File: config.mk
export PLATFORM = sky130hd
export DESIGN_NAME = audio_controller
export DESIGN_NICKNAME = d
export VERILOG_FILES = /design/src/audio_pkg.sv /design/src/audio_regs.sv /design/src/audio_channel.sv /design/src/audio_dma_arbiter.sv /design/src/audio_mixer.sv /design/src/audio_controller.sv
export SDC_FILE = /design/constraint.sdc
export NUM_CORES = 2
export LEC_CHECK = 0
export BUFFER_PORTS_ARGS = -buffer_cell sky130_fd_sc_hd__buf_2
export CAP_MARGIN = 0
export CORE_ASPECT_RATIO = 0.5
export CORE_MARGIN = 10
export CORE_UTILIZATION = 45
export CTS_BUF_LIST = sky130_fd_sc_hd__clkbuf_8
export DETAILED_ROUTE_END_ITERATION = 8
export GPL_ROUTABILITY_DRIVEN = 1
export RECOVER_POWER = 100
export SLEW_MARGIN = 20
export SYNTH_ARGS = -nofsm -noshare
export SYNTH_HDL_FRONTEND = slang
export SYNTH_HIERARCHICAL = 1
export SYNTH_SLANG_ARGS = --single-unit
File: constraint.sdc
create_clock -name i_clock -period 7.4 [get_ports i_clock]
set_input_delay 1.11 -clock i_clock [delete_from_list [all_inputs] [get_ports i_clock]]
set_output_delay 1.11 -clock i_clock [all_outputs]
set_load 0.02 [all_outputs]
File: src/audio_pkg.sv
// Shared types and constants for the two-channel audio playback controller.
// Design files refer to these by scoped name.
`default_nettype none

package audio_pkg;

	typedef logic signed [15:0] sample_t;
	typedef logic [31:0] word_t;
	typedef logic [31:0] addr_t;
	typedef logic [23:0] count_t;

	// 15 is unity gain, 0 is 1/16
	typedef logic [3:0] volume_t;

	// Read addresses
	localparam logic [3:0] REG_RATE = 4'd0;
	localparam logic [3:0] REG_BUSY = 4'd1;

	// Write addresses
	localparam logic [3:0] REG_CH0_ADDR = 4'd0;
	localparam logic [3:0] REG_CH0_COUNT = 4'd1;
	localparam logic [3:0] REG_CH0_VOL = 4'd2;
	localparam logic [3:0] REG_CH1_ADDR = 4'd4;
	localparam logic [3:0] REG_CH1_COUNT = 4'd5;
	localparam logic [3:0] REG_CH1_VOL = 4'd6;
	localparam logic [3:0] REG_RATE_W = 4'd15;

	// Set in a count write means append, clear means replace
	localparam int COUNT_APPEND_BIT = 31;

	// 100 MHz over 256 x 22050
	localparam word_t RATE_RESET = 32'd17;
	localparam volume_t VOLUME_RESET = 4'd15;

	localparam int FIFO_DEPTH = 4;
	localparam int FIFO_PTR_W = $clog2(FIFO_DEPTH);

	// Byte step between stereo words
	localparam addr_t WORD_BYTES = 32'd4;

	typedef enum logic [1:0] {
		IDLE,
		FETCH,
		WAIT_SPACE
	} chan_state_t;

endpackage

`default_nettype wire

File: src/audio_regs.sv
// CPU register block. Decodes the four-phase request/ready accesses, holds
// the channel setup, volume and sample-rate registers and pulses setup strobes.
`timescale 1ns/1ps
`default_nettype none

module audio_regs (
	input wire logic i_clock,
	input wire logic i_rst_n,
	input wire logic i_request,
	input wire logic i_rw,
	input wire logic [3:0] i_address,
	input wire audio_pkg::word_t i_wdata,
	input wire logic [1:0] i_busy,
	output audio_pkg::word_t o_rdata,
	output logic o_ready,
	output logic [1:0] o_setup,
	output logic [1:0] o_setup_append,
	output audio_pkg::addr_t o_setup_address_0,
	output audio_pkg::addr_t o_setup_address_1,
	output audio_pkg::count_t o_setup_count_0,
	output audio_pkg::count_t o_setup_count_1,
	output audio_pkg::volume_t o_volume_0,
	output audio_pkg::volume_t o_volume_1,
	output audio_pkg::word_t o_output_sample_rate
);

	logic access;
	logic write;
	audio_pkg::word_t read_data;

	// New access only while ready is still low
	assign access = i_request && !o_ready;
	assign write = access && i_rw;

	always_comb begin
		read_data = '0;
		if (!i_rw) begin
			case (i_address)
				audio_pkg::REG_RATE: read_data = o_output_sample_rate;
				audio_pkg::REG_BUSY: read_data = {30'd0, i_busy};
				default: read_data = '0;
			endcase
		end
	end

	always_ff @(posedge i_clock or negedge i_rst_n) begin
		if (!i_rst_n) begin
			o_ready <= 1'b0;
			o_setup <= 2'b00;
			o_volume_0 <= audio_pkg::VOLUME_RESET;
			o_volume_1 <= audio_pkg::VOLUME_RESET;
			o_output_sample_rate <= audio_pkg::RATE_RESET;
		end else begin
			o_setup <= 2'b00;
			if (access) begin
				o_ready <= 1'b1;
			end else if (!i_request) begin
				o_ready <= 1'b0;
			end
			if (write) begin
				case (i_address)
					audio_pkg::REG_CH0_COUNT: o_setup[0] <= 1'b1;
					audio_pkg::REG_CH1_COUNT: o_setup[1] <= 1'b1;
					audio_pkg::REG_CH0_VOL: o_volume_0 <= i_wdata[3:0];
					audio_pkg::REG_CH1_VOL: o_volume_1 <= i_wdata[3:0];
					audio_pkg::REG_RATE_W: o_output_sample_rate <= i_wdata;
					default: ;
				endcase
			end
		end
	end

	// Setup payload, qualified by the strobes above
	always_ff @(posedge i_clock) begin
		if (access) begin
			o_rdata <= read_data;
		end
		if (write) begin
			case (i_address)
				audio_pkg::REG_CH0_ADDR: o_setup_address_0 <= i_wdata;
				audio_pkg::REG_CH1_ADDR: o_setup_address_1 <= i_wdata;
				audio_pkg::REG_CH0_COUNT: begin
					o_setup_count_0 <= i_wdata[$bits(audio_pkg::count_t)-1:0];
					o_setup_append[0] <= i_wdata[audio_pkg::COUNT_APPEND_BIT];
				end
				audio_pkg::REG_CH1_COUNT: begin
					o_setup_count_1 <= i_wdata[$bits(audio_pkg::count_t)-1:0];
					o_setup_append[1] <= i_wdata[audio_pkg::COUNT_APPEND_BIT];
				end
				default: ;
			endcase
		end
	end

endmodule

`default_nettype wire

File: src/audio_channel.sv
// One playback channel. Fetches stereo words over DMA into a small FIFO and
// plays one volume-scaled word per sample strobe. Supports append and replace.
`timescale 1ns/1ps
`default_nettype none

module audio_channel (
	input wire logic i_clock,
	input wire logic i_rst_n,
	input wire logic i_setup,
	input wire logic i_setup_append,
	input wire audio_pkg::addr_t i_setup_address,
	input wire audio_pkg::count_t i_setup_count,
	output logic o_dma_request,
	output audio_pkg::addr_t o_dma_address,
	input wire logic i_dma_ready,
	input wire audio_pkg::word_t i_dma_rdata,
	output logic o_busy,
	input wire audio_pkg::volume_t i_volume,
	input wire logic i_output_sample_clock,
	output audio_pkg::sample_t o_sample_left,
	output audio_pkg::sample_t o_sample_right
);

	audio_pkg::chan_state_t state;
	audio_pkg::addr_t cur_address;
	audio_pkg::count_t cur_count;
	logic pend_valid;
	audio_pkg::addr_t pend_address;
	audio_pkg::count_t pend_count;
	logic drop;

	audio_pkg::word_t fifo_mem [audio_pkg::FIFO_DEPTH];
	logic [audio_pkg::FIFO_PTR_W-1:0] wr_ptr;
	logic [audio_pkg::FIFO_PTR_W-1:0] rd_ptr;
	logic [audio_pkg::FIFO_PTR_W:0] fill;
	audio_pkg::word_t head;

	logic replace;
	logic append;
	logic load_now;
	logic issue;
	logic push;
	logic pop;

	function automatic audio_pkg::sample_t scale(input audio_pkg::sample_t s,
			input audio_pkg::volume_t v);
		logic [4:0] factor;
		logic signed [21:0] product;
		factor = {1'b0, v} + 5'd1;
		product = s * $signed({1'b0, factor});
		return product[19:4];
	endfunction

	assign replace = i_setup && !i_setup_append;
	assign append = i_setup && i_setup_append;
	// Nothing left to fetch and nothing queued, so an append starts at once
	assign load_now = append && cur_count == '0 && !pend_valid;
	assign issue = state != audio_pkg::FETCH && cur_count != '0
		&& fill < audio_pkg::FIFO_DEPTH && !replace;
	assign push = state == audio_pkg::FETCH && i_dma_ready && !drop && !replace;
	assign pop = i_output_sample_clock && fill != '0;
	assign head = fifo_mem[rd_ptr];
	assign o_busy = cur_count != '0 || pend_valid || fill != '0 || o_dma_request;

	always_ff @(posedge i_clock or negedge i_rst_n) begin
		if (!i_rst_n) begin
			state <= audio_pkg::IDLE;
			o_dma_request <= 1'b0;
			drop <= 1'b0;
		end else begin
			case (state)
				audio_pkg::IDLE, audio_pkg::WAIT_SPACE: begin
					if (issue) begin
						state <= audio_pkg::FETCH;
						o_dma_request <= 1'b1;
					end else if (cur_count != '0 && !replace) begin
						state <= audio_pkg::WAIT_SPACE;
					end else begin
						state <= audio_pkg::IDLE;
					end
				end
				audio_pkg::FETCH: begin
					if (i_dma_ready) begin
						state <= audio_pkg::IDLE;
						o_dma_request <= 1'b0;
						drop <= 1'b0;
					end else if (replace) begin
						// Request must finish, its word belongs to the old region
						drop <= 1'b1;
					end
				end
				default: state <= audio_pkg::IDLE;
			endcase
		end
	end

	always_ff @(posedge i_clock) begin
		if (issue) begin
			o_dma_address <= cur_address;
		end
	end

	always_ff @(posedge i_clock or negedge i_rst_n) begin
		if (!i_rst_n) begin
			cur_address <= '0;
			cur_count <= '0;
			pend_valid <= 1'b0;
		end else if (replace) begin
			cur_address <= i_setup_address;
			cur_count <= i_setup_count;
			pend_valid <= 1'b0;
		end else begin
			if (issue) begin
				cur_address <= cur_address + audio_pkg::WORD_BYTES;
				cur_count <= cur_count - 1'b1;
			end else if (cur_count == '0 && pend_valid) begin
				cur_address <= pend_address;
				cur_count <= pend_count;
				pend_valid <= 1'b0;
			end
			if (load_now) begin
				cur_address <= i_setup_address;
				cur_count <= i_setup_count;
			end else if (append) begin
				pend_valid <= 1'b1;
			end
		end
	end

	always_ff @(posedge i_clock) begin
		if (append && !load_now) begin
			pend_address <= i_setup_address;
			pend_count <= i_setup_count;
		end
		if (push) begin
			fifo_mem[wr_ptr] <= i_dma_rdata;
		end
	end

	always_ff @(posedge i_clock or negedge i_rst_n) begin
		if (!i_rst_n) begin
			wr_ptr <= '0;
			rd_ptr <= '0;
			fill <= '0;
		end else if (replace) begin
			wr_ptr <= '0;
			rd_ptr <= '0;
			fill <= '0;
		end else begin
			if (push) begin
				wr_ptr <= wr_ptr + 1'b1;
			end
			if (pop) begin
				rd_ptr <= rd_ptr + 1'b1;
			end
			case ({push, pop})
				2'b10: fill <= fill + 1'b1;
				2'b01: fill <= fill - 1'b1;
				default: ;
			endcase
		end
	end

	// Empty FIFO at the strobe plays silence
	always_ff @(posedge i_clock or negedge i_rst_n) begin
		if (!i_rst_n) begin
			o_sample_left <= '0;
			o_sample_right <= '0;
		end else if (i_output_sample_clock) begin
			if (fill != '0) begin
				o_sample_left <= scale(head[15:0], i_volume);
				o_sample_right <= scale(head[31:16], i_volume);
			end else begin
				o_sample_left <= '0;
				o_sample_right <= '0;
			end
		end
	end

endmodule

`default_nettype wire

File: src/audio_dma_arbiter.sv
// Round-robin sharing of the single DMA master port between two channels.
// The grant holds until the ready pulse that ends the transfer.
`timescale 1ns/1ps
`default_nettype none

module audio_dma_arbiter (
	input wire logic i_clock,
	input wire logic i_rst_n,
	input wire logic [1:0] i_chan_request,
	input wire audio_pkg::addr_t i_chan_address_0,
	input wire audio_pkg::addr_t i_chan_address_1,
	input wire logic i_dma_ready,
	output logic [1:0] o_chan_ready,
	output logic o_dma_request,
	output audio_pkg::addr_t o_dma_address
);

	logic grant;
	logic issue;
	logic other_waiting;

	assign issue = !o_dma_request && i_chan_request[grant];
	assign other_waiting = i_chan_request[~grant];

	// Ready goes to the granted channel only
	assign o_chan_ready[0] = i_dma_ready && o_dma_request && !grant;
	assign o_chan_ready[1] = i_dma_ready && o_dma_request && grant;

	always_ff @(posedge i_clock or negedge i_rst_n) begin
		if (!i_rst_n) begin
			grant <= 1'b0;
			o_dma_request <= 1'b0;
		end else if (o_dma_request) begin
			if (i_dma_ready) begin
				o_dma_request <= 1'b0;
				if (other_waiting) begin
					grant <= ~grant;
				end
			end
		end else if (issue) begin
			o_dma_request <= 1'b1;
		end else if (other_waiting) begin
			grant <= ~grant;
		end
	end

	// Address captured with the request and held until ready
	always_ff @(posedge i_clock) begin
		if (issue) begin
			o_dma_address <= grant ? i_chan_address_1 : i_chan_address_0;
		end
	end

endmodule

`default_nettype wire

File: src/audio_mixer.sv
// Registered two-channel mixer. Adds left and right samples with clamping
// to the signed 16-bit range.
`timescale 1ns/1ps
`default_nettype none

module audio_mixer (
	input wire logic i_clock,
	input wire logic i_rst_n,
	input wire audio_pkg::sample_t i_left_0,
	input wire audio_pkg::sample_t i_left_1,
	input wire audio_pkg::sample_t i_right_0,
	input wire audio_pkg::sample_t i_right_1,
	output audio_pkg::sample_t o_sample_left,
	output audio_pkg::sample_t o_sample_right
);

	function automatic audio_pkg::sample_t saturate(input audio_pkg::sample_t a,
			input audio_pkg::sample_t b);
		logic signed [16:0] sum;
		sum = a + b;
		// Overflow when the two top bits disagree
		if (sum[16] != sum[15]) begin
			return sum[16] ? 16'sh8000 : 16'sh7fff;
		end
		return sum[15:0];
	endfunction

	always_ff @(posedge i_clock or negedge i_rst_n) begin
		if (!i_rst_n) begin
			o_sample_left <= '0;
			o_sample_right <= '0;
		end else begin
			o_sample_left <= saturate(i_left_0, i_left_1);
			o_sample_right <= saturate(i_right_0, i_right_1);
		end
	end

endmodule

`default_nettype wire

File: src/audio_controller.sv
// Two-channel audio playback controller, top level. CPU register port,
// one shared DMA master and a mixed stereo output updated per sample strobe.
`timescale 1ns/1ps
`default_nettype none

module audio_controller (
	input wire logic i_clock,
	input wire logic i_rst_n,
	input wire logic i_request,
	input wire logic i_rw,
	input wire logic [3:0] i_address,
	input wire audio_pkg::word_t i_wdata,
	output audio_pkg::word_t o_rdata,
	output logic o_ready,
	output logic o_dma_request,
	output audio_pkg::addr_t o_dma_address,
	input wire logic i_dma_ready,
	input wire audio_pkg::word_t i_dma_rdata,
	input wire logic i_output_sample_clock,
	output audio_pkg::word_t o_output_sample_rate,
	output audio_pkg::sample_t o_output_sample_left,
	output audio_pkg::sample_t o_output_sample_right
);

	logic [1:0] setup;
	logic [1:0] setup_append;
	audio_pkg::addr_t setup_address [2];
	audio_pkg::count_t setup_count [2];
	audio_pkg::volume_t volume [2];
	logic [1:0] busy;
	logic [1:0] chan_request;
	logic [1:0] chan_ready;
	audio_pkg::addr_t chan_address [2];
	audio_pkg::sample_t left [2];
	audio_pkg::sample_t right [2];

	audio_regs u_regs (
		.i_clock(i_clock),
		.i_rst_n(i_rst_n),
		.i_request(i_request),
		.i_rw(i_rw),
		.i_address(i_address),
		.i_wdata(i_wdata),
		.i_busy(busy),
		.o_rdata(o_rdata),
		.o_ready(o_ready),
		.o_setup(setup),
		.o_setup_append(setup_append),
		.o_setup_address_0(setup_address[0]),
		.o_setup_address_1(setup_address[1]),
		.o_setup_count_0(setup_count[0]),
		.o_setup_count_1(setup_count[1]),
		.o_volume_0(volume[0]),
		.o_volume_1(volume[1]),
		.o_output_sample_rate(o_output_sample_rate)
	);

	for (genvar ch = 0; ch < 2; ch++) begin : g_chan
		audio_channel u_channel (
			.i_clock(i_clock),
			.i_rst_n(i_rst_n),
			.i_setup(setup[ch]),
			.i_setup_append(setup_append[ch]),
			.i_setup_address(setup_address[ch]),
			.i_setup_count(setup_count[ch]),
			.o_dma_request(chan_request[ch]),
			.o_dma_address(chan_address[ch]),
			.i_dma_ready(chan_ready[ch]),
			.i_dma_rdata(i_dma_rdata),
			.o_busy(busy[ch]),
			.i_volume(volume[ch]),
			.i_output_sample_clock(i_output_sample_clock),
			.o_sample_left(left[ch]),
			.o_sample_right(right[ch])
		);
	end

	audio_dma_arbiter u_arbiter (
		.i_clock(i_clock),
		.i_rst_n(i_rst_n),
		.i_chan_request(chan_request),
		.i_chan_address_0(chan_address[0]),
		.i_chan_address_1(chan_address[1]),
		.i_dma_ready(i_dma_ready),
		.o_chan_ready(chan_ready),
		.o_dma_request(o_dma_request),
		.o_dma_address(o_dma_address)
	);

	audio_mixer u_mixer (
		.i_clock(i_clock),
		.i_rst_n(i_rst_n),
		.i_left_0(left[0]),
		.i_left_1(left[1]),
		.i_right_0(right[0]),
		.i_right_1(right[1]),
		.o_sample_left(o_output_sample_left),
		.o_sample_right(o_output_sample_right)
	);

endmodule

`default_nettype wire

==> results.cfg <==
[yosys]
synth_top_area_share_pct = 38.4
ys_seq_area_share_pct = 52.9
async_flop_share_pct = 31.2
synth_commonest_cells = edfxtp_1 (610), inv_1 (352), dfrtp_1 (267)
synth_flop_cell = edfxtp_1
synth_cell_types = 109
yosys_warnings = 6
ys_seq_elements = 887
synth_cells = 3814
syn-cell-area_um2 = 47700
synth_area_leaders = edfxtp_1 (38%), dfrtp_1 (14%), fa_1 (7.9%)
synth_area_per_cell_um2 = 12.5
syn-num-nets = 4256
synth-edff-count = 610
synth.most_common_cell = edfxtp_1
yosys.area.top_type = edfxtp_1

[worst_setup_path]
cpMostUsedCell = or4_1
critical_path.max_stage_delay_ns = 1.78
critPathLaunchType = register
cp-startpoint = g_chan[0].u_channel/cur_count[8]
cp-end-kind = register
rr_worst_depth = 8
cp.required_ns = 8.16
path_max_fanout = 40
cp_slowest_cell = clkbuf_1
rrSetupSlack_ns = 0.71
reg2reg_to = g_chan[0].u_channel/cur_address[26]
cp_cell_sequence = or4_1, or4_1, nor4_1, a31o_1, clkbuf_1, a22oi_1, a21oi_1, a2bb2oi_1
arrival_ns = 7.45
criticalPathCategory = register to register
r2r-start = g_chan[0].u_channel/cur_count[8]

[clock_tree]
post_cts_buffers = 0
cts_tree = yes
cts-root-buf = clkbuf_8
hold_buffers = 0
htree_levels = 4
path_clk_slew_ns = 0.06
cts_buffers = 134
cts_resized = 0
clk_latency_ns = 0.84
cts_sinks = 887
clk_path_buf_depth = 3

[routing]
detail_route.wl_per_cell_um = 22.4
route.antenna.remaining_nets = 0
drt-initial-drc-count = 3012
drt-pass1-iter-count = 6
vias_per_cell = 5.52
vias = 30700
drcViolationCount = 0
drt-total-wl_um = 125000

[hold_path]
hold_path_class = input port to asynchronous set/reset pin

[floorplan]
die_area_um2 = 120000
core_area_um2 = 105000
die_w_um = 481
rows = 84
die_h_um = 250
initial_utilization_pct = 45.4
io_pins = 204

[global_route]
grt_pass1_vias = 31000
grt_usage_pct = 20.4
grt_overflow = 0
antenna_found_initial = 13
grt_max_degree = 108
grt_pass1_wl_um = 190000

[flow_run]
maxCapViolations = 26

[power_and_ir_drop]
power.leakage_nw = 20.6
p_per_area_nw_per_um2 = 436
power_mw = 22.7
irDropWorstVdd_mv = 0.223

[sta]
max_freq_ghz = 0.149
hold_slack_ns = 0.326
drv_slew = 912
skew_ns = 0.0376
rsz0062_at_grt = false
hold_viol = 0
slew_headroom_pct = -170
worst_pin_slew_ns = 4.05
setup_viol_count_final = 0
fin_crit_sh_pct = 90.4
period_needed_ns = 6.69
tns_ns = 0

[place]
portBuffers = 203
place_congestion = 0.878
hpwl_um = 85800

[outcome]
violations = capacitance limit, slew limit
status = complete, but fails checks

[cells_and_area]
nNetsFinal = 4478
area_growth_pct = 9.34
drive_gt1_share_pct = 9.19
fill_cells = 9410
cells by family after synthesis:
group / synth area share (%)
XOR/XNOR: 2.29
buffers and inverters: 4.64
adder cells (fa/ha/maj): 12.8
flip-flops: 52.9
multiplexers: 5.29
AO/OA/AOI/OAI: 10.3
AND/OR/NAND/NOR: 11.8
cell usage in the layout (no fill, tap or decap), types with 18 or more instances in the layout:
cell type / n
a21o_1: 32
a21oi_1: 188
a22o_1: 48
a22oi_1: 26
a31oi_1: 27
and2_0: 36
and2_1: 128
and3_1: 36
buf_4: 26
clkbuf_1: 216
clkbuf_8: 153
dfrtp_1: 264
edfxtp_1: 610
fa_1: 188
ha_1: 180
inv_1: 416
mux2_1: 28
mux2_2: 44
mux4_2: 65
nand2_1: 173
nand2b_1: 23
nand3_1: 74
nor2_1: 185
nor2b_1: 193
nor3_1: 47
nor4_1: 20
o21a_1: 21
o21ai_0: 169
or3_1: 18
or4_1: 19
xnor2_1: 80
xor2_1: 41
metal layers:
| layer | track usage (%) | vias to the layer above | share of wire [%] |
|---|---|---|---|
| met2 | 32.3 | 865 | 46 |
| met1 | 28.4 | 15600 | 45 |
| met4 | 6.26 | 2 | 2.4 |
| li1 | - | 14100 | - |
| met5 | 0 | - | 0.0088 |
| met3 | 3.74 | 169 | 6.1 |
area by class of cell:
cell class | count | area, um^2 | share of cell area (%)
inverters | 354 | 1330 | 2.55
multi-input cells | 2410 | 20100 | 38.5
diodes | 6 | 15.0 | 0.0288
clock inverters | 91 | 566 | 1.08
well taps | 1419 | 1780 | 3.40
flip-flops and latches | 887 | 25300 | 48.4
repair buffers | 249 | 1050 | 2.01
clock buffers | 153 | 2110 | 4.04
stage by stage:
stage / util, % / std cells / setup WS, ns / area (um^2)
2_1_floorplan: - / 3814 / 1.34 / 47700
3_3_place_gp: 47.7 / 5317 / 1.38 / 50100
3_5_place_dp: 47.7 / 5318 / 1.18 / 50100
4_1_cts: 50.2 / 5562 / 1.18 / 52800
5_1_grt: 49.6 / 5567 / 0.458 / 52200
6_report: 49.6 / 5569 / 0.709 / 52200
critical path, delay by kind of cell, from the launching register on:
family | cells | cell delay [ns]
AND/OR/NAND/NOR | 3 | 2.61
buffers and inverters | 1 | 1.78
flip-flops | 1 | 0.45
AO/OA/AOI/OAI | 4 | 1.73
report_power, final:
group	switching (mW)	total (mW)	leakage (nW)	internal, mW
Combinational	6.72	11.3	10.1	4.54
Clock	1.98	4.06	1.57	2.08
Sequential	0.912	7.42	8.93	6.51
worst max-delay path by stage:
stage	end	cells after the start
2_1_floorplan	g_chan[0].u_channel/o_sample_right[12]	18
3_3_place_gp	g_chan[0].u_channel/o_sample_left[14]	18
3_5_place_dp	g_chan[0].u_channel/o_sample_left[14]	18
4_1_cts	g_chan[0].u_channel/o_sample_left[14]	18
5_1_grt	g_chan[0].u_channel/cur_count[0]	9
6_report	g_chan[0].u_channel/cur_address[26]	8
flip-flops by register name, summed over array words and instances (netlist names), 6 cells and up:
signal / cells
g_chan.u_channel/pend_count: 48
g_chan.u_channel/fifo_mem: 256
u_regs/o_setup_address_0: 32
u_mixer/o_sample_left: 16
u_arbiter/o_dma_address: 32
g_chan.u_channel/o_sample_right: 32
u_regs/o_setup_count_0: 24
u_regs/o_setup_address_1: 32
g_chan.u_channel/cur_count: 48
g_chan.u_channel/o_dma_address: 64
u_regs/o_output_sample_rate: 32
u_mixer/o_sample_right: 16
g_chan.u_channel/cur_address: 64
g_chan.u_channel/pend_address: 64
g_chan.u_channel/o_sample_left: 32
u_regs/o_rdata: 32
g_chan.u_channel/fill: 6
u_regs/o_setup_count_1: 24
No activity file was read; power rests on OpenSTA's default activity.
